**src/logic/ooo_pkg.sv**
```systemverilog
`default_nettype none

package ooo_pkg;

  localparam int TAG_W = 4;  // covers a rob of up to 16 entries

  typedef logic [31:0] word_t;
  typedef logic [4:0] reg_addr_t;
  typedef logic [TAG_W-1:0] tag_t;

  typedef enum logic [1:0] {
    CLASS_NONE = 2'd0,  // accepted and dropped
    CLASS_ALU  = 2'd1,
    CLASS_MUL  = 2'd2
  } inst_class_e;

  typedef enum logic [3:0] {
    ALU_ADD,
    ALU_SUB,
    ALU_SLL,
    ALU_SLT,
    ALU_SLTU,
    ALU_XOR,
    ALU_SRL,
    ALU_SRA,
    ALU_OR,
    ALU_AND,
    ALU_PASS_B  // lui
  } alu_func_e;

  // same order as funct3[1:0]
  typedef enum logic [1:0] {
    MUL_MUL,
    MUL_MULH,
    MUL_MULHSU,
    MUL_MULHU
  } mul_func_e;

  typedef struct packed {
    inst_class_e cls;
    alu_func_e   alu_func;
    mul_func_e   mul_func;
    reg_addr_t   rd;
    reg_addr_t   rs1;
    reg_addr_t   rs2;
    logic        use_imm;  // operand b is the immediate
    word_t       imm;
  } decoded_t;

  typedef struct packed {
    logic  ready;
    tag_t  tag;  // producer while not ready
    word_t value;
  } operand_t;

  typedef struct packed {
    logic  valid;
    tag_t  tag;
    word_t value;
  } cdb_t;

  typedef struct packed {
    logic  valid;
    tag_t  tag;
    word_t value;
  } fu_result_t;

endpackage

`default_nettype wire

```
**src/logic/cdb_arbiter.sv**
```systemverilog
`default_nettype none

module cdb_arbiter import ooo_pkg::*; (
  input  wire             clk_100mhz,
  input  wire             sys_rst,
  input  wire fu_result_t i_mul,
  input  wire fu_result_t i_alu,
  output logic            o_alu_grant,
  output cdb_t            o_cdb
);

  logic cdb_valid;
  tag_t cdb_tag;
  word_t cdb_value;

  // multiplier cannot stall so it always goes first
  assign o_alu_grant = i_alu.valid && !i_mul.valid;
  assign o_cdb = '{valid: cdb_valid, tag: cdb_tag, value: cdb_value};

  always_ff @(posedge clk_100mhz) begin
    if (sys_rst) begin
      cdb_valid <= 1'b0;
    end else begin
      cdb_valid <= i_mul.valid || i_alu.valid;
    end
  end

  always_ff @(posedge clk_100mhz) begin
    if (i_mul.valid) begin
      cdb_tag <= i_mul.tag;
      cdb_value <= i_mul.value;
    end else begin
      cdb_tag <= i_alu.tag;
      cdb_value <= i_alu.value;
    end
  end

endmodule

`default_nettype wire

```
**config.mk**
```make
export PLATFORM = sky130hd
export DESIGN_NAME = cdb_arbiter
export DESIGN_NICKNAME = d
export VERILOG_FILES = /design/src/logic/ooo_pkg.sv /design/src/logic/cdb_arbiter.sv
export SDC_FILE = /design/constraint.sdc
export NUM_CORES = 1
export LEC_CHECK = 0
export BUFFER_PORTS_ARGS = -buffer_cell sky130_fd_sc_hd__buf_2
export CAP_MARGIN = 15
export CORE_ASPECT_RATIO = 0.6
export CORE_MARGIN = 4
export CORE_UTILIZATION = 33
export DETAILED_ROUTE_END_ITERATION = 16
export PLACE_DENSITY = 0.79
export SLEW_MARGIN = 20
export SYNTH_ARGS = -nofsm -noshare
export SYNTH_HDL_FRONTEND = slang
export SYNTH_SLANG_ARGS = --single-unit
```
**constraint.sdc**
```tcl
create_clock -name clk_100mhz -period 0.8 [get_ports clk_100mhz]
set_input_delay 0.08 -clock clk_100mhz [delete_from_list [all_inputs] [get_ports clk_100mhz]]
set_output_delay 0.08 -clock clk_100mhz [all_outputs]
set_load 0.005 [all_outputs]
```
==> metrics.cfg <==
[worst_hold_path]
hold_depth=2
min_path_type=in -> reg
min_to=cdb_valid
hold_path_startpoint=i_alu[36]

[yosys]
yosys_most_used_dff=dfxtp_1
synthCells=80
synth_top_area_frac=0.5804
postSynthAreaPerCell_um2=15.95
ys_warn_count=0
synthDistinctLibCells=8
synth_largest_area_cell=dfxtp_1
synth_commonest_cells=37 x dfxtp_1, 18 x mux2_2, 18 x mux2_4, 3 x buf_6
synth_nets=156
synth-edff-count=0
yosys-top-cells-area=dfxtp_1 58%, mux2_4 21%, mux2_2 16%
netlist_area_um2=1276
yosysMostFrequentCell=dfxtp_1
ys_seq_area_frac=0.5804
ys_ff_latch=37
synth_async_sr_flop_share=0

[route]
postRouteAntennaNets=0
vias=1010
drtPass1Iterations=2
drt_iter0_markers=17
vias_per_cell=4.089
wl_per_cell_um=12.40
drc_errors=0
drt-total-wl_mm=3.064

[clock_network]
clkSinkCount=37
post_cts_buffers=0
cts_tree=yes
cts_made_buffers=5
hold_buffers=0
cts.clk_slew.worst_paths_ns=0.07
root_buffer=clkbuf_8
htree_levels=2
cts_buffer_depth=2

[finish]
area_growth_pct=63.14
fin_area_um2=2082
fin_nets=275
drive_above_1_share=0.8550
fillers=311
diodes=0

[sta]
fin_crit_sh=0.9803
finalSetupViolCount=0
rsz0062_at_grt=true
max_freq_mhz=1275
maxSlewHeadroom=0.9095
drv_slew=0
worstMarginPinSlew_ns=0.1358
min_period_ns=0.7842
hold_viol=0

[pwr]
power.density_nw_per_um2=2071
leakage_nw=1.083
finalPower_w=0.004312
ir_drop_v=0.001288

[floorplanning]
dieWidth_um=88.29
die_y_um=56.17
fp-row-count=17
core_um2=3701
start_util=0.3448
dieArea_um2=4959
io_pins=114

[flow_run]
maxCapViolCount=0

[global_routing]
grt_use_total=0.1241
grt_max_degree=18
grt_pass1_wl_mm=4.643
grt.overflow.total=0
antenna_found_initial=0
grt_pass1_vias=1078

[critical_path]
cp-end-kind=output port
cp_data_arrival_time_ns=0.70
cpPeakStageDelay_ns=0.32
cp-start-kind=flip-flop
cp_data_required_time_ns=0.72
path_buf_inv=1
crit_slowest_cell=dfxtp_2
crit_chain=buf_6
cp_top_family=flip-flops
crit_fanout=1
crit_cells=1
crit_type=reg -> out

[placement]
dpl_cell_area_um2=1909
hpwlAfterDp_mm=2.503
port_buffers=113
place_congestion=0.6203

[status]
status=completed

kinds of logic after synthesis:
logic type             count (synthesis)  share of synthesized area
AO/OA/AOI/OAI                          1                   0.007843
buffers and inverters                  5                    0.03627
flip-flops                            37                     0.5804
multiplexers                          36                     0.3706
AND/OR/NAND/NOR                        1                   0.004905
metrics by stage:
step                  util  setup WS, ns  setup TNS, ns  cells  hold WS, ns
finish              0.5625       0.01578              0    247      0.01838
global route        0.5625      -0.02504        -0.3950    247     0.006580
CTS                 0.5477     -0.008438       -0.01463    247     0.006390
detailed placement  0.5159      -0.09076         -2.143    239       0.3043
global placement    0.5159      -0.07529         -1.756    239       0.3028
floorplan                -       0.02131              0     80       0.2064
registers in the layout, summed over array words and instances (netlist names):
signal and count:
cdb_valid 1, cdb_tag 4, cdb_value 32
worst max path at each step:
stage,startpoint,end
floorplan,i_mul[36],cdb_value[14]
global placement,i_mul[36],cdb_value[27]
detailed placement,i_mul[36],cdb_value[25]
CTS,cdb_value[3],o_cdb[3]
global route,cdb_tag[2],o_cdb[34]
finish,cdb_value[15],o_cdb[15]
where the power goes:
part | total (W) | switching, W | internal, W
clock network | 0.00162 | 0.000607 | 0.00102
logic | 0.000653 | 0.000203 | 0.000451
registers | 0.00203 | 0.0000374 | 0.00200
placed cells by master, fill, tap and decap left out:
cell type / netlist / layout
buf_2: 1 / 106
clkbuf_1: 0 / 1
clkbuf_8: 0 / 6
buf_12: 0 / 2
o21ba_2: 1 / 1
mux2_4: 18 / 18
buf_4: 1 / 2
buf_6: 3 / 7
mux2_2: 18 / 18
nor2b_1: 1 / 1
dfxtp_2: 0 / 10
bufinv_16: 0 / 1
dfxtp_1: 37 / 27
timing repair:
action | in CTS | in global routing
endpoints found under the setup margin | 4 | 33
resized for setup | 1 | 16
cloned | 0 | 0
per-layer routing:
metal | up-vias | wire [um] | track usage
met3 | 2 | 413 | 0.06805
met1 | 442 | 1076 | 0.1259
met5 | - | 0 | 0
met2 | 56 | 1555 | 0.2098
li1 | 510 | - | -
met4 | 0 | 18 | 0.05172
area by class of cell:
| cell class | count | area [um2] | share of cell area |
|---|---|---|---|
| Tap cell | 47 | 58.81 | 0.02825 |
| Timing Repair Buffer | 117 | 664.4 | 0.3191 |
| Clock buffer | 7 | 86.33 | 0.04147 |
| Clock inverter | 1 | 30.03 | 0.01442 |
| Multi-Input combinational cell | 38 | 489.2 | 0.2350 |
| Sequential cell | 37 | 753.2 | 0.3618 |
No activity file was read; power rests on OpenSTA's default activity.
