<file path="src/logic/ooo_pkg.sv">
`default_nettype none

package ooo_pkg;

  localparam int TAG_W = 4;  // covers a rob of up to 16 entries

  typedef logic [31:0] word_t;
  typedef logic [4:0] reg_addr_t;
  typedef logic [TAG_W-1:0] tag_t;

  typedef enum logic [1:0] {
    CLASS_NONE = 2'd0,  // accepted and dropped
    CLASS_ALU  = 2'd1,
    CLASS_MUL  = 2'd2
  } inst_class_e;

  typedef enum logic [3:0] {
    ALU_ADD,
    ALU_SUB,
    ALU_SLL,
    ALU_SLT,
    ALU_SLTU,
    ALU_XOR,
    ALU_SRL,
    ALU_SRA,
    ALU_OR,
    ALU_AND,
    ALU_PASS_B  // lui
  } alu_func_e;

  // same order as funct3[1:0]
  typedef enum logic [1:0] {
    MUL_MUL,
    MUL_MULH,
    MUL_MULHSU,
    MUL_MULHU
  } mul_func_e;

  typedef struct packed {
    inst_class_e cls;
    alu_func_e   alu_func;
    mul_func_e   mul_func;
    reg_addr_t   rd;
    reg_addr_t   rs1;
    reg_addr_t   rs2;
    logic        use_imm;  // operand b is the immediate
    word_t       imm;
  } decoded_t;

  typedef struct packed {
    logic  ready;
    tag_t  tag;  // producer while not ready
    word_t value;
  } operand_t;

  typedef struct packed {
    logic  valid;
    tag_t  tag;
    word_t value;
  } cdb_t;

  typedef struct packed {
    logic  valid;
    tag_t  tag;
    word_t value;
  } fu_result_t;

endpackage

`default_nettype wire

</file>
<file path="src/logic/pipe_multiplier.sv">
`default_nettype none

module pipe_multiplier import ooo_pkg::*; (
  input  wire            clk_100mhz,
  input  wire            sys_rst,
  input  wire            i_en,
  input  wire mul_func_e i_func,
  input  wire word_t     i_a,
  input  wire word_t     i_b,
  input  wire tag_t      i_tag,
  output fu_result_t     o_result
);

  logic [2:0] vld;  // one per stage
  tag_t tag_s1;
  tag_t tag_s2;
  tag_t tag_s3;
  mul_func_e func_s1;
  mul_func_e func_s2;
  logic signed [32:0] a_s1;
  logic signed [32:0] b_s1;
  logic signed [65:0] prod_s2;
  word_t value_s3;

  assign o_result = '{valid: vld[2], tag: tag_s3, value: value_s3};

  always_ff @(posedge clk_100mhz) begin
    if (sys_rst) begin
      vld <= '0;
    end else begin
      vld <= {vld[1:0], i_en};
    end
  end

  always_ff @(posedge clk_100mhz) begin
    // stage 1 extends each operand by its signedness
    a_s1 <= {(i_func != MUL_MULHU) & i_a[31], i_a};
    b_s1 <= {(i_func == MUL_MUL || i_func == MUL_MULH) & i_b[31], i_b};
    tag_s1 <= i_tag;
    func_s1 <= i_func;
    // stage 2
    prod_s2 <= a_s1 * b_s1;
    tag_s2 <= tag_s1;
    func_s2 <= func_s1;
    // stage 3 keeps the low word for mul and the high word otherwise
    value_s3 <= (func_s2 == MUL_MUL) ? prod_s2[31:0] : prod_s2[63:32];
    tag_s3 <= tag_s2;
  end

endmodule

`default_nettype wire

</file>
<file path="config.mk">
export PLATFORM = sky130hd
export DESIGN_NAME = pipe_multiplier
export DESIGN_NICKNAME = d
export VERILOG_FILES = /design/src/logic/ooo_pkg.sv /design/src/logic/pipe_multiplier.sv
export SDC_FILE = /design/constraint.sdc
export NUM_CORES = 2
export LEC_CHECK = 0
export BUFFER_PORTS_ARGS = -buffer_cell sky130_fd_sc_hd__buf_2
export CAP_MARGIN = 20
export CORE_MARGIN = 4
export CORE_UTILIZATION = 55
export CTS_BUF_LIST = sky130_fd_sc_hd__clkbuf_8
export DETAILED_ROUTE_END_ITERATION = 8
export PLACE_DENSITY = 0.73
export SLEW_MARGIN = 10
export SYNTH_ARGS = -nofsm -noshare
export SYNTH_HDL_FRONTEND = slang
export SYNTH_SLANG_ARGS = --single-unit
</file>
<file path="constraint.sdc">
create_clock -name clk_100mhz -period 10.2 [get_ports clk_100mhz]
set_input_delay 0.51 -clock clk_100mhz [delete_from_list [all_inputs] [get_ports clk_100mhz]]
set_output_delay 0.51 -clock clk_100mhz [all_outputs]
set_load 0.02 [all_outputs]
</file>
==> flow_metrics.py <==
metrics = {
    "global_routing": {
        "grtUsageTotal_pct": 26.9,
        "grt-ovfl-total": 0,
        "grt_max_degree": 35,
        "antenna_found_initial": 6,
        "grt_pass1_vias": 32100,
        "grt_pass1_wl_mm": 171,
    },
    "clock_network": {
        "cts_buffers": 17,
        "cts_buffer_depth": 2,
        "insertion_delay_ns": 0.60,
        "clockRootBuffer": "clkbuf_8",
        "clkTransAtPathRegs_ns": 0.14,
        "cts_tree": "built",
        "post_cts_buffers": 0,
        "h-tree-depth": 4,
        "clkSinkCount": 181,
    },
    "synth": {
        "synth_edf_count": 0,
        "ys_seq_area_share_pct": 8.58,
        "yosys_warnings": 0,
        "synthCells": 4336,
        "syn-num-nets": 5746,
        "synthArstFlopShare_pct": 0,
        "syn_area_mm2": 0.0422,
        "ys_seq_elements": 181,
        "synth_flop_cell": "dfxtp_1",
        "avgSynthCellArea_um2": 9.74,
        "yosys.cell_types.count": 69,
    },
    "critical_path": {
        "cp-end-kind": "flip-flop",
        "cp-start-kind": "flip-flop",
        "cp.required_ns": 10.66,
        "max_stage_delay_ns": 1.00,
        "slowest_stage": "dfxtp_1",
        "rr_startpoint": "b_s1[0]",
        "cp_max_fo": 33,
        "cp.arrival_ns": 9.93,
        "crit_type": "flip-flop to flip-flop",
        "crit_top_cell": "fa_1",
        "worstSetupStartpoint": "b_s1[0]",
        "crit_chain": "nand2_1 -> inv_1 -> fa_1 -> fa_1 -> fa_1 -> inv_1 -> fa_1 -> inv_1 -> fa_1 -> fa_1 -> fa_1 -> fa_1 -> ha_1 -> nand3_2 -> or4_4 -> or3_1 -> a211oi_2 -> a211oi_2 -> a21oi_2 -> a41oi_2 -> a22oi_2 -> a21oi_1 -> xnor2_1",
    },
    "sta": {
        "slew_headroom_pct": 25.2,
        "slew_violations": 0,
        "rsz0062_at_grt": "false",
        "max_freq_mhz": 106,
        "final-hold-violation-count": 0,
        "totalNegativeSetupSlack_ns": 0,
        "finClkSkew_ns": 0.0481,
        "finalSetupViolations": 0,
        "final.period_utilization_pct": 92.9,
        "worst_slew_pin_slew_ns": 1.12,
        "fin_crit_ns": 9.48,
    },
    "die": {
        "initial_core_util_pct": 55.5,
        "io_pins": 110,
        "floorplan.rows": 101,
        "die_w_um": 285,
        "fp.dieH_um": 285,
        "core_area_mm2": 0.0761,
        "dieArea_mm2": 0.0813,
    },
    "finish": {
        "filler_cell_count": 6475,
        "final_nets": 5773,
        "post-route-util_pct": 58.8,
        "drive_gt1_share_pct": 6.47,
        "areaGrowthSynthToFinish_pct": 5.83,
        "layout_common_cells": "fa_1, inv_1, nand2_1",
        "layout_commonest_cell": "fa_1",
    },
    "detailed_routing": {
        "vias": 28500,
        "antenna_left": 0,
        "drt_first_pass_iters": 5,
        "drt_iter0_markers": 1678,
        "routed_wl_mm": 104,
        "drcViolationCount": 0,
        "vias_per_cell": 5.28,
        "wire_per_inst_um": 19.2,
    },
    "job": {
        "drv_cap": 0,
    },
    "worst_hold_path": {
        "hold_class": "primary input to flip-flop",
        "hold_start": "i_tag[2]",
    },
    "place": {
        "gp_congestion": 0.912,
        "dpl.hpwl_mm": 87.3,
        "io_buffers": 109,
    },
    "outcome": {
        "status": "finished, final reports clean",
    },
}
## metal layers
layer | routed length (um) | vias to the layer above | global-route usage [%]
met5 | 9 | - | 0
met4 | 3420 | 2 | 8.65
met3 | 7670 | 222 | 6.39
met2 | 51500 | 1012 | 45.2
met1 | 41400 | 15000 | 34.7
li1 | - | 12300 | -
## critical path, delay by kind of cell, from the launching register on
family	cells	cell delay, ns
compound gates	6	1.02
xor+xnor	1	0.12
fa+ha+maj	9	5.34
buf+inv	3	0.72
flops	1	1.00
simple gates	4	1.12
## registers in the layout, summed over array words and instances (netlist names)
signal,count
func_s2,2
tag_s3,4
vld,3
b_s1,33
func_s1,2
a_s1,33
tag_s1,4
prod_s2,64
tag_s2,4
value_s3,32
## synth_stat cells (all sizes together) (7+ instances only)
cell	count	share of area, %
ha	212	6.3
o21ai	32	0.38
o21bai	9	0.16
nand3	10	0.13
nor2	33	0.29
o21a	13	0.23
fa	1125	53
nand2b	12	0.18
xnor2	53	1.1
a21oi	54	0.67
inv	1091	9.7
nand4	14	0.21
nor2b	33	0.49
nand2	550	4.9
xor2	23	0.48
and2	546	8.1
a211oi	8	0.19
clkbuf	212	2.0
a21o	26	0.47
mux2	32	0.85
nor3	7	0.083
dfxtp	181	8.6
## path summary, 6_finish.rpt
check	endpoint	slack, ns	cells after the start
max reg2reg	prod_s2[63]	0.72	23
min reg2reg	tag_s3[1]	0.34	0
max	prod_s2[63]	0.72	23
min	tag_s1[2]	0.05	1
## repair_timing
action                    CTS  global route
gates resized for setup     0             0
hold endpoints to repair   52             0
hold buffers               52             0
## through the flow
stage                     area, um^2  hold slack [ns]  std cells  setup slack [ns]
final                          44700           0.0491       5407             0.723
after CTS                      44600          0.00146       5402             0.770
after floorplan                42200            0.310       4336              2.01
after global routing           44700           0.0141       5407             0.250
after global placement         43700            0.310       5317             0.973
after detailed placement       43700            0.312       5318             0.829
## cell families (layout without fill, tap and decap cells)
logic type      count (synthesis)  after routing  share of synthesized area (%)
mux                            33             33                          0.877
other cells                     0              1                              0
compound gates                176            176                           2.90
buf+inv                      1311           1351                           11.8
flops                         181            181                           8.58
fa+ha+maj                    1337           1337                           59.6
xor+xnor                       76             76                           1.58
simple gates                 1222           1222                           14.7
## area by class of cell
class / instances / area, um^2 / share of cell area (%)
clock buffers: 17 / 234 / 0.523
well taps: 1030 / 1290 / 2.88
inverters: 1091 / 4100 / 9.16
diodes: 1 / 2.50 / 0.00560
clock inverters: 15 / 193 / 0.431
repair buffers: 228 / 1630 / 3.64
flip-flops and latches: 181 / 3640 / 8.13
multi-input cells: 2844 / 33600 / 75.2
Power is not shown: default switching activity piles up to over one toggle a cycle in this logic, so the estimate is an artifact.
