`src/logic/ooo_pkg.sv`:
```
`default_nettype none

package ooo_pkg;

  localparam int TAG_W = 4;  // covers a rob of up to 16 entries

  typedef logic [31:0] word_t;
  typedef logic [4:0] reg_addr_t;
  typedef logic [TAG_W-1:0] tag_t;

  typedef enum logic [1:0] {
    CLASS_NONE = 2'd0,  // accepted and dropped
    CLASS_ALU  = 2'd1,
    CLASS_MUL  = 2'd2
  } inst_class_e;

  typedef enum logic [3:0] {
    ALU_ADD,
    ALU_SUB,
    ALU_SLL,
    ALU_SLT,
    ALU_SLTU,
    ALU_XOR,
    ALU_SRL,
    ALU_SRA,
    ALU_OR,
    ALU_AND,
    ALU_PASS_B  // lui
  } alu_func_e;

  // same order as funct3[1:0]
  typedef enum logic [1:0] {
    MUL_MUL,
    MUL_MULH,
    MUL_MULHSU,
    MUL_MULHU
  } mul_func_e;

  typedef struct packed {
    inst_class_e cls;
    alu_func_e   alu_func;
    mul_func_e   mul_func;
    reg_addr_t   rd;
    reg_addr_t   rs1;
    reg_addr_t   rs2;
    logic        use_imm;  // operand b is the immediate
    word_t       imm;
  } decoded_t;

  typedef struct packed {
    logic  ready;
    tag_t  tag;  // producer while not ready
    word_t value;
  } operand_t;

  typedef struct packed {
    logic  valid;
    tag_t  tag;
    word_t value;
  } cdb_t;

  typedef struct packed {
    logic  valid;
    tag_t  tag;
    word_t value;
  } fu_result_t;

endpackage

`default_nettype wire

```
`src/logic/reorder_buffer.sv`:
```
`default_nettype none

module reorder_buffer import ooo_pkg::*; #(
  parameter int DEPTH = 8
) (
  input  wire            clk_100mhz,
  input  wire            sys_rst,
  input  wire            i_alloc_en,
  input  wire reg_addr_t i_alloc_rd,
  output tag_t           o_alloc_tag,
  output logic           o_full,
  input  wire cdb_t      i_cdb,
  input  wire tag_t      i_fwd1_tag,
  input  wire tag_t      i_fwd2_tag,
  output operand_t       o_fwd1,
  output operand_t       o_fwd2,
  output logic           o_commit_en,
  output reg_addr_t      o_commit_rd,
  output tag_t           o_commit_tag,
  output word_t          o_commit_value
);

  localparam int PTR_W = $clog2(DEPTH);

  logic [PTR_W-1:0] head;
  logic [PTR_W-1:0] tail;
  logic [PTR_W:0] count;
  logic [DEPTH-1:0] done;
  reg_addr_t rd_q [DEPTH];
  word_t value_q [DEPTH];
  logic [PTR_W-1:0] cdb_idx;

  // done entry, or its result on the cdb right now
  function automatic operand_t lookup(tag_t t);
    operand_t op;
    op.tag = t;
    if (i_cdb.valid && i_cdb.tag == t) begin
      op.ready = 1'b1;
      op.value = i_cdb.value;
    end else begin
      op.ready = done[t[PTR_W-1:0]];
      op.value = value_q[t[PTR_W-1:0]];
    end
    return op;
  endfunction

  always_comb begin
    o_fwd1 = lookup(i_fwd1_tag);
    o_fwd2 = lookup(i_fwd2_tag);
  end

  assign cdb_idx = i_cdb.tag[PTR_W-1:0];
  assign o_full = (count == DEPTH);
  assign o_alloc_tag = tag_t'(tail);

  assign o_commit_en = (count != '0) && done[head];
  assign o_commit_rd = rd_q[head];
  assign o_commit_tag = tag_t'(head);
  assign o_commit_value = (rd_q[head] == '0) ? '0 : value_q[head];  // x0 reads zero

  always_ff @(posedge clk_100mhz) begin
    if (sys_rst) begin
      head <= '0;
      tail <= '0;
      count <= '0;
      done <= '0;
    end else begin
      if (i_alloc_en) begin
        tail <= tail + 1'b1;
        done[tail] <= 1'b0;
      end
      if (i_cdb.valid) begin
        done[cdb_idx] <= 1'b1;
      end
      if (o_commit_en) begin
        head <= head + 1'b1;  // retire in order
      end
      count <= count + (PTR_W+1)'(i_alloc_en) - (PTR_W+1)'(o_commit_en);
    end
  end

  always_ff @(posedge clk_100mhz) begin
    if (i_alloc_en) begin
      rd_q[tail] <= i_alloc_rd;
    end
    if (i_cdb.valid) begin
      value_q[cdb_idx] <= i_cdb.value;
    end
  end

endmodule

`default_nettype wire

```
`config.mk`:
```
export PLATFORM = sky130hd
export DESIGN_NAME = reorder_buffer
export DESIGN_NICKNAME = d
export VERILOG_FILES = /design/src/logic/ooo_pkg.sv /design/src/logic/reorder_buffer.sv
export SDC_FILE = /design/constraint.sdc
export NUM_CORES = 1
export LEC_CHECK = 0
export BUFFER_PORTS_ARGS = -buffer_cell sky130_fd_sc_hd__buf_4
export CORE_ASPECT_RATIO = 0.5
export CORE_MARGIN = 1
export CORE_UTILIZATION = 60
export DETAILED_ROUTE_END_ITERATION = 10
export GPL_TIMING_DRIVEN = 0
export PLACE_DENSITY = 0.81
export SETUP_SLACK_MARGIN = 0.5
export SLEW_MARGIN = 15
export SYNTH_ARGS = -nofsm -noshare
export SYNTH_HDL_FRONTEND = slang
export SYNTH_SLANG_ARGS = --single-unit
```
`constraint.sdc`:
```
create_clock -name clk_100mhz -period 3.8 [get_ports clk_100mhz]
set_input_delay 0.38 -clock clk_100mhz [delete_from_list [all_inputs] [get_ports clk_100mhz]]
set_output_delay 0.38 -clock clk_100mhz [all_outputs]
set_load 0.01 [all_outputs]
```
==> impl_results.md <==
* Status: completed
* Synth Warn # at 0
* Total CTS buffers at 28
* Max IR drop VDD at 375 µV
* Register area share after synthesis at 0.539
* Number of synthesized register bits at approximately 320
* DIE WIDTH at ~240 µm
* CP Cell Sequence: buf_4, buf_1, clkbuf_1, mux4_2, mux2_2, mux2_2, buf_4
* Hold path startpoint: i_alloc_rd[1]
* Pin count of the biggest net entering global routing at 21
* Vias/cell at ~7
* Post-route insts no fill at about 1600
* Commonest non-fill, non-tap cell in the layout: edfxtp_1
* Total power at 8.66 mW
* Kind of critical path: in -> out
* Async set or reset register ratio after synthesis at 0
* Syn Inst Count at roughly 940
* Slew @ Worst Pin at ~1100 ps
* # rows at between 40 and 50
* IO Port Bufs at 165
* CTS Sinks at around 320
* Initial Util at 0.618
* Crit Reg-Reg Startpoint: head[1]
* Clock Latency Late Sink at roughly 560 ps
* Hold depth at 1
* Number of global-route vias before repair at approximately 11000
* Delay of the slowest critical-path stage at around 630 ps
* Worst reg2reg setup slack at between 1000 and 1500 ps
* Syn_area_per_cell at approximately 18 µm²
* Min-delay worst type: in -> reg
* EDFF count, synth at a little under 300
* Worst r2r dst: count[1]
* Final Hold Fails at 0
* First-pass GRT wire length at just over 70 mm
* Total gr overflow at 0
* Power per cell area at approximately 420 nW/µm²
* Final Slew Violations at 0
* CP Launch Type: input port
* Critical Path RT at between 3000 and 4000 ps
* Final worst clock skew at 6.42 ps
* DR iter-0 viols at about 1500
* Final period util at 0.869
* Boundary pin count at 174
* Pre-CTS setup slack at 169 ps
* Antenna violations before repair at 0
* Ys flop type: edfxtp_1
* CTS tree: yes
* Commonest non-fill, non-tap cells in the layout: 296 x edfxtp_1, 206 x mux4_2, 190 x buf_4
* Antenna Cells at 0
* Core area at between 20000 and 30000 µm²
* R2r worst-path depth at 8
* DIE HEIGHT at 122 µm
* Longest Clk Path Bufs at 3
* Drt total wl at 47.7 mm
* Tot GR Track Use at 0.329
* Achievable Freq at ~0.30 GHz
* Tmin final at approximately 3300 ps
* Root Buffer: clkbuf_16
* Die outline area at just under 30000 µm²
* Critical path capture point type: primary output
* DR vias at 11100
* Buf+Inv Stages, Crit Path at 4
* Final setup fails at 0
* CP top delay family: buffers and inverters
* Layout net count at approximately 1200
* Hold Path Sink: rd_q[2][1]
* Iteration count of the initial detailed-routing pass at 8
* Hpwl dp at 31.1 mm
* Final worst slack at between 400 and 500 ps
* RePlAce Congestion at ~0.86
* Sum Neg Setup Slack at 0 ps
* Layout area overhead at 18.1%
* Share of layout cells above drive strength 1 at 0.571
* RSZ-0062 raised after global routing: no
* CP max-delay cell: clkbuf_1
* Area of the mapped netlist at roughly 17000 µm²
* Clock transition at path regs at roughly 70 ps
* Post-route DRC at 0
* Max Cap Viol at 0
* Drt wl/cell at slightly above 30 µm
* Cell count after placement at 1499
* H-tree depth at 1
* LEAKAGE at roughly 6.8 nW
* CP Data Arrival Time at ~3000 ps
* Detail Route Antenna Nets at 0
* Relative slew slack at 0.284
* Yosys cell types at 40
* Worst-path fanout max at 10
layer usage:
layer  track usage  part of all wire  routed length, µm  up-vias
li1              -                 -                  -     4368
met1         0.439              0.37              17500     5712
met2         0.535              0.49              23200      857
met3        0.0784              0.11               5350      139
met4         0.121             0.034               1640        0
met5             0                 0                  0        -
worst reg2reg max path, stage by stage, from the launching register on:
cell and delay, ps:
dfxtp_1 360, clkbuf_1 290, mux2_2 220, a2bb2oi_1 460
nand4b_1 270, a21bo_2 260, ha_1 180, fa_1 410
nor2b_1 130
flip-flops by register name, indices dropped and copies added (netlist names), named ones only:
| name | flops |
|---|---|
| value_q | 256 |
| rd_q | 40 |
| done | 8 |
| count | 4 |
| head | 3 |
| tail | 3 |
how the worst max path moves through the flow:
stage,start,endpoint,slack (ps),depth (start not counted)
final,i_fwd1_tag[2],o_fwd1[21],500,7
after global routing,flop,o_commit_value[26],490,7
after CTS,flop,o_commit_value[14],490,7
after detailed placement,flop,o_commit_value[14],170,7
after global placement,i_cdb[32],value_q[0][7],-2340,3
after floorplan,i_cdb[34],value_q[1][0],460,2
synthesized netlist by cell type (2+ instances only):
master,n,area share
xnor2_1,5,0.0025
a211o_1,2,0.0010
nor4_2,2,0.0014
buf_1,17,0.0037
a31o_2,2,0.0010
mux2_2,132,0.086
mux4_2,206,0.27
ha_1,7,0.0051
xor2_1,7,0.0035
nor2b_1,10,0.0036
a21oi_2,30,0.015
buf_6,4,0.0026
nor2_1,22,0.0048
nand3_1,4,0.0012
mux2i_1,37,0.021
dfxtp_1,21,0.024
edfxtp_1,296,0.51
mux2_1,2,0.0013
nand2b_1,3,0.0011
inv_1,13,0.0028
nand2_1,13,0.0028
buf_2,24,0.0069
nor3_1,2,0.00058
buf_4,10,0.0043
a21oi_1,16,0.0046
clkbuf_1,31,0.0067
nand4_1,4,0.0014
repair_timing:
action                     CTS  global route
resized for setup           31            22
setup buffers                2             4
cloned                       0             1
setup endpoints to repair   91            72
hold buffers                 0             0
pin swaps                    1             2
through the flow:
stage,utilization,hold WS [ps],instance area (µm²)
3_3_place_gp,0.679,506,19000
6_report,0.730,47.2,20400
4_1_cts,0.725,36.0,20300
2_1_floorplan,-,470,17300
5_1_grt,0.730,43.4,20400
3_5_place_dp,0.690,526,19300
logic make-up (layout without fill, tap and decap cells):
| group | count (synthesis) | count (layout) | synth area share |
|---|---|---|---|
| and+or+nand+nor | 63 | 63 | 0.0190 |
| xor gates and xnor gates | 12 | 12 | 0.00608 |
| AOI/OAI and AO/OA | 55 | 55 | 0.0241 |
| DFF | 317 | 317 | 0.539 |
| buffers and inverters | 101 | 341 | 0.0278 |
| other | 1 | 2 | 0.000217 |
| adders and majority gates | 8 | 8 | 0.00622 |
| muxes | 378 | 378 | 0.378 |
area by class of cell:
cell class | count | area [µm²]
tap | 382 | 478
fill | 1662 | 7550
clock buffer | 39 | 816
inverter | 14 | 52.6
timing repair buffer | 188 | 1550
multi-input combinational | 518 | 7580
buffer | 87 | 538
sequential | 317 | 9310
clock inverter | 13 | 93.8
where the power goes:
part           switching [mW]  internal (mW)
Clock                    1.30           1.57
Sequential             0.0885           3.95
Combinational           0.850          0.898
Total                    2.24           6.42
Note: power is estimated with default switching activity, not from simulation.
