==> src/logic/ooo_pkg.sv <==
`default_nettype none

package ooo_pkg;

  localparam int TAG_W = 4;  // covers a rob of up to 16 entries

  typedef logic [31:0] word_t;
  typedef logic [4:0] reg_addr_t;
  typedef logic [TAG_W-1:0] tag_t;

  typedef enum logic [1:0] {
    CLASS_NONE = 2'd0,  // accepted and dropped
    CLASS_ALU  = 2'd1,
    CLASS_MUL  = 2'd2
  } inst_class_e;

  typedef enum logic [3:0] {
    ALU_ADD,
    ALU_SUB,
    ALU_SLL,
    ALU_SLT,
    ALU_SLTU,
    ALU_XOR,
    ALU_SRL,
    ALU_SRA,
    ALU_OR,
    ALU_AND,
    ALU_PASS_B  // lui
  } alu_func_e;

  // same order as funct3[1:0]
  typedef enum logic [1:0] {
    MUL_MUL,
    MUL_MULH,
    MUL_MULHSU,
    MUL_MULHU
  } mul_func_e;

  typedef struct packed {
    inst_class_e cls;
    alu_func_e   alu_func;
    mul_func_e   mul_func;
    reg_addr_t   rd;
    reg_addr_t   rs1;
    reg_addr_t   rs2;
    logic        use_imm;  // operand b is the immediate
    word_t       imm;
  } decoded_t;

  typedef struct packed {
    logic  ready;
    tag_t  tag;  // producer while not ready
    word_t value;
  } operand_t;

  typedef struct packed {
    logic  valid;
    tag_t  tag;
    word_t value;
  } cdb_t;

  typedef struct packed {
    logic  valid;
    tag_t  tag;
    word_t value;
  } fu_result_t;

endpackage

`default_nettype wire

==> src/logic/reservation_station.sv <==
`default_nettype none

module reservation_station import ooo_pkg::*; #(
  parameter int DEPTH = 3,
  parameter type payload_t = alu_func_e
) (
  input  wire           clk_100mhz,
  input  wire           sys_rst,
  input  wire           i_issue_en,
  input  wire payload_t i_payload,
  input  wire operand_t i_src1,
  input  wire operand_t i_src2,
  input  wire tag_t     i_tag,
  output logic          o_full,
  input  wire cdb_t     i_cdb,
  input  wire           i_fu_ready,
  output logic          o_disp_en,
  output payload_t      o_disp_payload,
  output word_t         o_disp_a,
  output word_t         o_disp_b,
  output tag_t          o_disp_tag
);

  localparam int AGE_W = $clog2(DEPTH + 1);
  localparam int IDX_W = (DEPTH > 1) ? $clog2(DEPTH) : 1;

  typedef struct packed {
    payload_t payload;
    operand_t src1;
    operand_t src2;
    tag_t     tag;
  } entry_t;

  logic [DEPTH-1:0] valid;
  entry_t ent [DEPTH];
  logic [AGE_W-1:0] age [DEPTH];  // number of older entries
  logic any_rdy;
  logic have_free;
  logic [IDX_W-1:0] disp_idx;
  logic [IDX_W-1:0] free_idx;
  logic [AGE_W-1:0] n_valid;

  function automatic operand_t snoop(operand_t op, cdb_t cdb);
    operand_t res;
    res = op;
    if (!op.ready && cdb.valid && cdb.tag == op.tag) begin
      res.ready = 1'b1;
      res.value = cdb.value;
    end
    return res;
  endfunction

  // oldest ready entry, first free slot
  always_comb begin
    any_rdy = 1'b0;
    have_free = 1'b0;
    disp_idx = '0;
    free_idx = '0;
    n_valid = '0;
    for (int i = 0; i < DEPTH; i++) begin
      if (valid[i] && ent[i].src1.ready && ent[i].src2.ready &&
          (!any_rdy || age[i] < age[disp_idx])) begin
        any_rdy = 1'b1;
        disp_idx = IDX_W'(i);
      end
      if (!valid[i] && !have_free) begin
        have_free = 1'b1;
        free_idx = IDX_W'(i);
      end
      n_valid = n_valid + AGE_W'(valid[i]);
    end
  end

  assign o_full = !have_free;
  assign o_disp_en = any_rdy && i_fu_ready;
  assign o_disp_payload = ent[disp_idx].payload;
  assign o_disp_a = ent[disp_idx].src1.value;
  assign o_disp_b = ent[disp_idx].src2.value;
  assign o_disp_tag = ent[disp_idx].tag;

  always_ff @(posedge clk_100mhz) begin
    if (sys_rst) begin
      valid <= '0;
    end else begin
      if (o_disp_en) valid[disp_idx] <= 1'b0;
      if (i_issue_en) valid[free_idx] <= 1'b1;  // free slot never the dispatched one
    end
  end

  always_ff @(posedge clk_100mhz) begin
    for (int i = 0; i < DEPTH; i++) begin
      if (valid[i]) begin
        ent[i].src1 <= snoop(ent[i].src1, i_cdb);
        ent[i].src2 <= snoop(ent[i].src2, i_cdb);
        if (o_disp_en && age[i] > age[disp_idx]) begin
          age[i] <= age[i] - 1'b1;  // one fewer older entry
        end
      end
    end
    if (i_issue_en) begin
      ent[free_idx] <= '{payload: i_payload, src1: i_src1, src2: i_src2, tag: i_tag};
      age[free_idx] <= n_valid - AGE_W'(o_disp_en);
    end
  end

endmodule

`default_nettype wire

==> config.mk <==
export PLATFORM = sky130hd
export DESIGN_NAME = reservation_station
export DESIGN_NICKNAME = d
export VERILOG_FILES = /design/src/logic/ooo_pkg.sv /design/src/logic/reservation_station.sv
export SDC_FILE = /design/constraint.sdc
export NUM_CORES = 1
export LEC_CHECK = 0
export BUFFER_PORTS_ARGS = -buffer_cell sky130_fd_sc_hd__buf_2
export CORE_MARGIN = 8
export CORE_UTILIZATION = 60
export CTS_CLUSTER_DIAMETER = 40
export CTS_CLUSTER_SIZE = 40
export DETAILED_ROUTE_END_ITERATION = 7
export PLACE_DENSITY_LB_ADDON = 0.05
export SLEW_MARGIN = 20
export SYNTH_ARGS = -nofsm -noshare
export SYNTH_HDL_FRONTEND = slang
export SYNTH_SLANG_ARGS = --single-unit
==> constraint.sdc <==
create_clock -name clk_100mhz -period 6.4 [get_ports clk_100mhz]
set_input_delay 0.32 -clock clk_100mhz [delete_from_list [all_inputs] [get_ports clk_100mhz]]
set_output_delay 0.32 -clock clk_100mhz [all_outputs]
set_load 0.01 [all_outputs]
==> impl_metrics.toml <==
[drt]
drtPass1Iterations = 5
dr_total_vias = 9132
wl_per_cell_um = 18.3
wl_um = 30200
vias_per_cell = 5.53
dr.first_iter.drc_count = 769
remaining_drc_errors = 0
ant_nets = 0

[layout]
fin_cells = 1652
layout.nets = 1484
drive_gt1_share_pct = 20.6
area_growth_pct = 20.4
finalCoreUtilization_pct = 72.7

[sta]
finalClockSkew_ps = 12.8
worstMarginPinSlew_ps = 975
fin_crit_ps = 4680
fmax_ghz = 0.214
rsz0062_at_grt = "false"
relSlewSlack_pct = 35.0
hold_viol = 0
finalMaxSlewViolations = 0
finalSetupViolCount = 0
tns_ps = 0
timing.final.crit_share_pct = 73.1

[cts]
clock_latency_ps = 500
clock_sinks = 255
cts_max_level = 2
clkTransAtPathRegs_ps = 60
numCtsBuffers = 34
cts-root-buf = "clkbuf_16"
clockBufferDepth = 3
cts_setup_buffers = 0
tritoncts = "built"

[worst_hold_path]
hp-class = "input pin to register"

[global_routing]
grt_overflow = 0
grt_pass1_wl_um = 46800
grt_max_degree = 81
track_usage_pct = 24.5
grt_pass1_vias = 9163
antenna_found_initial = 4

[setup_path]
cp-start-kind = "register"
required_ps = 6080
cp_top_family = "compound AO/OA/AOI/OAI gates"
path_buf_inv = 2
cp_slowest_cell = "o21a_4"
cp-end-kind = "output port"
crit_path_cell_trace = "ha_1, a211o_1, o21a_4, mux2i_1, ha_1, a21boi_0, a31oi_1, o21a_4, buf_4, nand2_1, o21ai_0, buf_2"
cp_slowest_stage_delay_ps = 690
worstPathMaxFanout = 80
critPathKind = "register to output port"
critPathArrivalTime_ps = 4360

[flow_run]
drv_cap = 0

[power]
ir_worst_vdd_mv = 0.234
p_seq_share_pct = 44.8
p_per_area_nw_per_um2 = 301
power_switching_mw = 1.03
p_sw_share_pct = 23.5
pwr-share-comb_pct = 9.8
intPower_mw = 3.34
total_power_mw = 4.37
power_leakage_nw = 6.38
clock_power_share_pct = 45.4

[synth]
ys_types = 36
syn_avg_cell_area_sq_um = 10.3
ys_ff_latch = 255
seq_area_frac_synth_pct = 63.2
syn_area_sq_um = 12100
syn_inst = 1170
synth_fp_nets = 1300
ys.warnings.count = 0

[floorplanning]
core_sq_um = 20000
io_pins = 197
fp.dieArea_sq_um = 24900
fp.dieW_um = 158
die-height_um = 158
start_util_pct = 60.4
rows = 52

[place]
io_buffers = 196
gp_congestion = 0.888
dpl.hpwl_um = 19200
place_inst = 1586

[outcome]
status = "complete, no violations"
[layout make-up]
type,count,area (sq um)
Sequential cell,255,7630
Fill cell,1406,5450
Multi-Input combinational cell,830,4140
Timing Repair Buffer,215,1130
Clock buffer,39,933
Tap cell,270,338
Clock inverter,21,279
Inverter,18,67.6
Antenna cell,4,10.0
[registers in the layout, indices dropped and copies added (netlist names)]
register  flops
ent         246
age           6
valid         3
[power groups by stage]
stage | logic [mW] | registers (mW) | clock network [mW]
after global placement | 0.420 | 1.99 | 0
after global routing | 0.478 | 1.96 | 2.07
after floorplan | 0.245 | 1.99 | 0
after CTS | 0.430 | 1.96 | 2.00
final | 0.429 | 1.96 | 1.99
after detailed placement | 0.427 | 1.99 | 0
[layer usage]
metal	share of wire, %	up-vias	global-route usage (%)	wire length [um]
met3	10	63	5.87	3080
met5	0.056	-	0	17
met4	2.5	4	8.25	746
met1	39	4264	30.6	11800
li1	-	4362	-	-
met2	48	439	41.3	14500
[cell families after synthesis]
logic type | share of synthesized area (%)
xor+xnor | 2.03
mux | 6.14
buf+inv | 3.22
compound gates | 5.27
simple gates | 19.3
fa+ha+maj | 0.788
flops | 63.2
[placed cells by master (no fill, tap or decap), drive strengths merged]
cell type	netlist	layout
nand2	561	561
edfxtp	252	252
buf	26	213
o21ai	84	84
mux2i	74	74
clkbuf	41	39
inv	18	21
xor2	18	18
nor2	17	17
a21oi	12	12
xnor2	10	10
nand4	8	8
clkinv	0	8
a31oi	7	7
nor3	6	6
ha	6	6
nand3	6	6
bufinv	0	5
clkinvlp	0	5
diode	0	4
and3	3	3
o211ai	3	3
dfxtp	3	3
o21a	3	3
nand2b	2	2
a41oi	2	2
dlygate4sd3	0	2
a211o	1	1
a21boi	1	1
or3	1	1
o2111ai	1	1
nor4	1	1
a222oi	1	1
a21bo	1	1
fa	1	1
[path summary, 6_finish.rpt]
path / startpoint / endpoint / slack (ps) / depth (start not counted)
setup / recovery: age[1][1] / o_disp_a[14] / 1720 / 12
hold / removal: i_payload[0] / ent[2][78] / 20 / 1
setup reg to reg: age[1][1] / age[0][0] / 2340 / 13
hold reg to reg: valid[1] / valid[1] / 630 / 2
[Yosys cell counts]
master,count,area [sq um]
nand3_2,1,10.0
a21boi_0,1,7.51
buf_1,3,11.3
or3_1,1,6.26
o21a_1,3,22.5
a21oi_2,1,8.76
inv_2,1,3.75
a21oi_1,11,55.1
nand4_1,8,50.1
o2111ai_1,1,8.76
a31oi_1,7,43.8
nor2_1,17,63.8
and3_1,3,18.8
edfxtp_1,252,7570
clkbuf_1,41,154
a41oi_1,2,17.5
a211o_1,1,8.76
xnor2_1,10,87.6
ha_1,6,75.1
nor3_1,6,30.0
inv_1,17,63.8
o211ai_1,3,22.5
dfxtp_1,3,60.1
a21bo_1,1,10.0
xor2_1,18,158
o21ai_0,84,420
a222oi_1,1,10.0
nor4_1,1,6.26
nand2b_1,2,12.5
nand3_1,5,25.0
buf_4,1,7.51
nand2_1,561,2110
buf_6,6,67.6
buf_2,16,80.1
fa_1,1,20.0
mux2i_1,74,741
[what timing repair did]
action / 4_1_cts / 5_1_grt
endpoints found under the setup margin: 0 / 0
hold endpoints to repair: 6 / 0
hold buffers: 2 / 0
gates resized for setup: 0 / 0
[worst reg2reg max path: stages, from the launching register on]
cell and delay [ps]:
edfxtp_1 470, ha_1 330, a211o_1 280, o21a_4 130, mux2i_1 280, ha_1 310, a21boi_0 130, a31oi_1 310
o21ai_0 250, o21ai_0 400, ha_1 300, nor2_1 150, o211ai_1 90, o21ai_0 290
[through the flow]
stage	cell area [sq um]	hold WS [ps]	setup WS [ps]
6_report	14500	20.9	1720
5_1_grt	14500	6.01	1330
4_1_cts	14500	0.934	1760
3_5_place_dp	13300	523	2270
3_3_place_gp	13300	522	2450
2_1_floorplan	12100	382	2630
Note: power is estimated with default switching activity, not from simulation.
