==> src/logic/ooo_pkg.sv <==
`default_nettype none

package ooo_pkg;

  localparam int TAG_W = 4;  // covers a rob of up to 16 entries

  typedef logic [31:0] word_t;
  typedef logic [4:0] reg_addr_t;
  typedef logic [TAG_W-1:0] tag_t;

  typedef enum logic [1:0] {
    CLASS_NONE = 2'd0,  // accepted and dropped
    CLASS_ALU  = 2'd1,
    CLASS_MUL  = 2'd2
  } inst_class_e;

  typedef enum logic [3:0] {
    ALU_ADD,
    ALU_SUB,
    ALU_SLL,
    ALU_SLT,
    ALU_SLTU,
    ALU_XOR,
    ALU_SRL,
    ALU_SRA,
    ALU_OR,
    ALU_AND,
    ALU_PASS_B  // lui
  } alu_func_e;

  // same order as funct3[1:0]
  typedef enum logic [1:0] {
    MUL_MUL,
    MUL_MULH,
    MUL_MULHSU,
    MUL_MULHU
  } mul_func_e;

  typedef struct packed {
    inst_class_e cls;
    alu_func_e   alu_func;
    mul_func_e   mul_func;
    reg_addr_t   rd;
    reg_addr_t   rs1;
    reg_addr_t   rs2;
    logic        use_imm;  // operand b is the immediate
    word_t       imm;
  } decoded_t;

  typedef struct packed {
    logic  ready;
    tag_t  tag;  // producer while not ready
    word_t value;
  } operand_t;

  typedef struct packed {
    logic  valid;
    tag_t  tag;
    word_t value;
  } cdb_t;

  typedef struct packed {
    logic  valid;
    tag_t  tag;
    word_t value;
  } fu_result_t;

endpackage

`default_nettype wire

==> src/logic/rename_reg_file.sv <==
`default_nettype none

module rename_reg_file import ooo_pkg::*; (
  input  wire            clk_100mhz,
  input  wire            sys_rst,
  input  wire reg_addr_t i_rs1,
  input  wire reg_addr_t i_rs2,
  input  wire            i_rename_en,
  input  wire reg_addr_t i_rename_rd,
  input  wire tag_t      i_rename_tag,
  input  wire            i_commit_en,
  input  wire reg_addr_t i_commit_rd,
  input  wire tag_t      i_commit_tag,
  input  wire word_t     i_commit_value,
  output operand_t       o_src1,
  output operand_t       o_src2
);

  word_t regs [32];
  tag_t tags [32];  // youngest in-flight producer
  logic [31:0] busy;

  // x0 is never written or renamed so it reads as ready zero
  assign o_src1 = '{ready: !busy[i_rs1], tag: tags[i_rs1], value: regs[i_rs1]};
  assign o_src2 = '{ready: !busy[i_rs2], tag: tags[i_rs2], value: regs[i_rs2]};

  always_ff @(posedge clk_100mhz) begin
    if (sys_rst) begin
      busy <= '0;
      for (int i = 0; i < 32; i++) begin
        regs[i] <= '0;
      end
    end else begin
      if (i_commit_en && i_commit_rd != '0) begin
        regs[i_commit_rd] <= i_commit_value;
        if (tags[i_commit_rd] == i_commit_tag) begin
          busy[i_commit_rd] <= 1'b0;  // no younger writer pending
        end
      end
      if (i_rename_en && i_rename_rd != '0) begin
        busy[i_rename_rd] <= 1'b1;  // overrides a same-cycle commit
      end
    end
  end

  always_ff @(posedge clk_100mhz) begin
    if (i_rename_en && i_rename_rd != '0) begin
      tags[i_rename_rd] <= i_rename_tag;
    end
  end

endmodule

`default_nettype wire

==> config.mk <==
export PLATFORM = sky130hd
export DESIGN_NAME = rename_reg_file
export DESIGN_NICKNAME = d
export VERILOG_FILES = /design/src/logic/ooo_pkg.sv /design/src/logic/rename_reg_file.sv
export SDC_FILE = /design/constraint.sdc
export NUM_CORES = 2
export LEC_CHECK = 0
export ABC_AREA = 0
export BUFFER_PORTS_ARGS = -buffer_cell sky130_fd_sc_hd__buf_4
export CORE_AREA = 3 3 316 318
export CTS_CLUSTER_SIZE = 14
export DETAILED_ROUTE_END_ITERATION = 10
export DIE_AREA = 0 0 319 321
export MAX_ROUTING_LAYER = met4
export PLACE_DENSITY_LB_ADDON = 0.15
export SLEW_MARGIN = 20
export SYNTH_ARGS = -nofsm -noshare
export SYNTH_HDL_FRONTEND = slang
export SYNTH_SLANG_ARGS = --single-unit
==> constraint.sdc <==
create_clock -name clk_100mhz -period 6.29 [get_ports clk_100mhz]
set_clock_uncertainty 0.1 [all_clocks]
set_input_delay 1.258 -clock clk_100mhz [delete_from_list [all_inputs] [get_ports clk_100mhz]]
set_output_delay 1.258 -clock clk_100mhz [all_outputs]
set_load 0.1 [all_outputs]
==> impl_metrics.xml <==
<?xml version="1.0" encoding="UTF-8"?>
<metrics>
  <group name="sta">
    <metric name="maxClockFrequency" unit="MHz">190</metric>
    <metric name="report.final.hold_viol_count" unit="">0</metric>
    <metric name="worst_slew_pin_slew" unit="ns">1.29</metric>
    <metric name="final.setup.tns" unit="ns">0</metric>
    <metric name="layout_min_cycle_time" unit="ns">5.25</metric>
    <metric name="post_route_clock_period_utilization" unit="%">83.5</metric>
    <metric name="final_max_slew_viol_count" unit="">0</metric>
    <metric name="relSlewSlack" unit="%">13.6</metric>
    <metric name="grt_setup_unrepaired" unit="">false</metric>
    <metric name="final_setup_slack_of_the_worst_path" unit="ns">1.04</metric>
    <metric name="finalSetupViolations" unit="">0</metric>
  </group>
  <group name="floorplanning">
    <metric name="floorplan.core_area" unit="sq um">96900</metric>
    <metric name="die_width" unit="microns">319</metric>
    <metric name="die_height" unit="microns">321</metric>
    <metric name="floorplan.die_area" unit="sq um">102000</metric>
    <metric name="io_pins" unit="">138</metric>
    <metric name="initial_utilization" unit="%">65.0</metric>
    <metric name="floorplan.rows" unit="">114</metric>
  </group>
  <group name="logic_synthesis">
    <metric name="syn_inst" unit="">3772</metric>
    <metric name="yosys_register_bits" unit="">1184</metric>
    <metric name="synth_warnings" unit="">0</metric>
    <metric name="synth-seq-area-share" unit="%">56.0</metric>
    <metric name="syn_avg_cell_area" unit="sq um">16.7</metric>
    <metric name="ys_async_sr_fraction" unit="%">0</metric>
    <metric name="synth_cell_types" unit="">40</metric>
    <metric name="synth-edff-count" unit="">1152</metric>
    <metric name="post_synth_instance_area" unit="sq um">62900</metric>
    <metric name="synth-main-ff-cell" unit="">sky130_fd_sc_hd__edfxtp_1</metric>
  </group>
  <group name="clock_network">
    <metric name="clock_sink_count" unit="">1184</metric>
    <metric name="post_cts_clock_slew_at_the_launch_and_capture_registers_of_the_worst_setup_and_hold_paths" unit="ns">0.06</metric>
    <metric name="cts_hold_repair.buffers" unit="">0</metric>
    <metric name="cts_repair_resize_count" unit="">0</metric>
    <metric name="clk-insertion-delay-late" unit="ns">0.75</metric>
    <metric name="clockRootBuffer" unit="">sky130_fd_sc_hd__clkbuf_16</metric>
    <metric name="tritoncts" unit="">yes</metric>
    <metric name="cts-htree-levels" unit="">4</metric>
    <metric name="clock_tree.buffer_depth" unit="">3</metric>
    <metric name="post-cts-setup-buffers" unit="">0</metric>
    <metric name="number_of_buffers_created_by_cts" unit="">130</metric>
  </group>
  <group name="detailed_routing">
    <metric name="drtIter0Drc" unit="">7184</metric>
    <metric name="finalWirelength" unit="microns">200000</metric>
    <metric name="drt-pass1-iter-count" unit="">6</metric>
    <metric name="via_per_inst" unit="">7.63</metric>
    <metric name="detailroute.via_count" unit="">39600</metric>
    <metric name="drc" unit="">0</metric>
    <metric name="wl_per_cell" unit="microns">38.5</metric>
    <metric name="number_of_routed_nets_with_antenna_violations" unit="">0</metric>
  </group>
  <group name="finish">
    <metric name="post_route_cells_drive_above_1_share" unit="%">33.9</metric>
    <metric name="fin_util" unit="%">72.3</metric>
    <metric name="areaGrowthSynthToFinish" unit="%">11.3</metric>
    <metric name="post-route-cell-area" unit="sq um">70000</metric>
    <metric name="final_net_count" unit="">3862</metric>
  </group>
  <group name="place">
    <metric name="dpl_cell_area" unit="sq um">65900</metric>
    <metric name="detailedPlacementHpwl" unit="microns">115000</metric>
    <metric name="routabilityCongestion" unit="">0.937</metric>
    <metric name="place_ws" unit="ns">1.04</metric>
    <metric name="placement.io_buffers" unit="">137</metric>
  </group>
  <group name="critical_path">
    <metric name="r2r_start" unit="">tags[15][2]</metric>
    <metric name="worst_setup_path_startpoint" unit="">i_rs1[0]</metric>
    <metric name="timing.setup.critical_path_class" unit="">in -&gt; out</metric>
    <metric name="crit_arrival" unit="ns">3.89</metric>
    <metric name="cp_data_required_time" unit="ns">4.93</metric>
    <metric name="critPathMaxFanout" unit="">33</metric>
    <metric name="crit_path_end_kind" unit="">output port</metric>
    <metric name="cp-start-kind" unit="">input pin</metric>
  </group>
  <group name="global_routing">
    <metric name="wire_length_of_the_first_global_routing_pass" unit="microns">285000</metric>
    <metric name="grt_pass1_vias" unit="">40000</metric>
    <metric name="grt_remaining_overflow" unit="">0</metric>
    <metric name="grt_usage" unit="%">41.0</metric>
    <metric name="antenna_found_initial" unit="">18</metric>
    <metric name="maximum_number_of_pins_on_one_net_before_global_route_repair" unit="">77</metric>
  </group>
  <group name="run">
    <metric name="timing.max_cap.violations" unit="">0</metric>
  </group>
  <group name="power_and_ir_drop">
    <metric name="total_power" unit="mW">19.6</metric>
    <metric name="leakage" unit="nW">23.6</metric>
    <metric name="irDropWorstVdd" unit="mV">0.310</metric>
    <metric name="pwr_density_cell" unit="nW/um^2">279</metric>
  </group>
  <group name="outcome">
    <metric name="run_status" unit="">complete, no violations</metric>
  </group>
  <group name="hold_path">
    <metric name="timing.hold.worst.class" unit="">reg -&gt; reg</metric>
    <metric name="hold_start" unit="">busy[0]</metric>
  </group>
</metrics>
-- per-stage QoR --
| step | hold WS, ns | cells |
|---|---|---|
| global route | 0.401 | 5178 |
| finish | 0.384 | 5190 |
| global placement | 0.368 | 4941 |
| CTS | 0.381 | 5172 |
| floorplan | 0.351 | 3807 |
| detailed placement | 0.372 | 4941 |
-- report_power, final --
group | switching, mW | internal, mW
registers | 0.221 | 9.06
logic | 1.81 | 1.13
clock network | 3.15 | 4.21
total | 5.17 | 14.4
-- cells by family (layout without fill, tap and decap cells) --
group | Yosys count | after routing | synth area share, %
buffers and inverters | 402 | 492 | 2.47
other | 1 | 53 | 0.00596
AO/OA/AOI/OAI | 86 | 86 | 1.02
multiplexers | 878 | 878 | 28.8
AND/OR/NAND/NOR | 1221 | 1221 | 11.7
flip-flops | 1184 | 1184 | 56.0
-- metal layers --
layer | vias to the layer above | routed length [microns] | track usage [%]
li1 | 15000 | - | -
met3 | 736 | 28500 | 12.2
met4 | 0 | 11700 | 20.9
met5 | - | 0 | -
met2 | 3641 | 93800 | 60.9
met1 | 20300 | 66000 | 52.1
-- registers in the layout, indices dropped and copies added, names as in the netlist --
| register | flops |
|---|---|
| busy | 32 |
| tags | 128 |
| regs | 1024 |
-- placed cells by master, fill, tap and decap left out, types with 30 or more instances in the layout --
cell / instances
sky130_fd_sc_hd__clkbuf_16: 134
sky130_fd_sc_hd__and2_1: 992
sky130_fd_sc_hd__conb_1: 36
sky130_fd_sc_hd__clkinv_1: 30
sky130_fd_sc_hd__o22ai_1: 32
sky130_fd_sc_hd__mux2i_1: 66
sky130_fd_sc_hd__dfxtp_1: 32
sky130_fd_sc_hd__mux2_2: 72
sky130_fd_sc_hd__buf_4: 226
sky130_fd_sc_hd__nor2_4: 31
sky130_fd_sc_hd__edfxtp_1: 1152
sky130_fd_sc_hd__nor2_1: 75
sky130_fd_sc_hd__mux4_2: 740
sky130_fd_sc_hd__a311oi_1: 31
-- synth_stat cells, types with 26 or more instances --
master / number / area, sq um
sky130_fd_sc_hd__mux2_2: 72 / 811
sky130_fd_sc_hd__mux4_2: 740 / 16700
sky130_fd_sc_hd__edfxtp_1: 1152 / 34600
sky130_fd_sc_hd__a311oi_1: 31 / 272
sky130_fd_sc_hd__buf_1: 58 / 218
sky130_fd_sc_hd__and2_1: 992 / 6210
sky130_fd_sc_hd__mux2i_1: 66 / 661
sky130_fd_sc_hd__nor2_1: 107 / 402
sky130_fd_sc_hd__clkbuf_1: 325 / 1220
sky130_fd_sc_hd__nand2_1: 26 / 97.6
sky130_fd_sc_hd__o22ai_1: 32 / 200
sky130_fd_sc_hd__dfxtp_1: 32 / 641
-- worst paths after layout --
kind | end | slack (ns) | cells after the start
worst max-delay path | o_src1[2] | 1.04 | 6
worst min-delay path | busy[0] | 0.38 | 1
worst max register to register | busy[5] | 3.35 | 7
worst min register to register | busy[0] | 0.38 | 1
-- critical path, cell delays in order --
cell and delay [ns]:
sky130_fd_sc_hd__buf_8 0.25, sky130_fd_sc_hd__buf_4 0.63, sky130_fd_sc_hd__mux4_2 0.61, sky130_fd_sc_hd__mux4_2 0.55
sky130_fd_sc_hd__mux2_2 0.30, sky130_fd_sc_hd__buf_4 0.24
-- layout make-up --
class                      count  area (sq um)
clock inverter                67           557
timing repair buffer         261          2370
antenna                       17          42.5
sequential                  1184         35200
fill                        5810         26800
multi-input combinational   2221         26800
tap                         1276          1600
clock buffer                 164          3480
(Power assumes the default switching activity.)
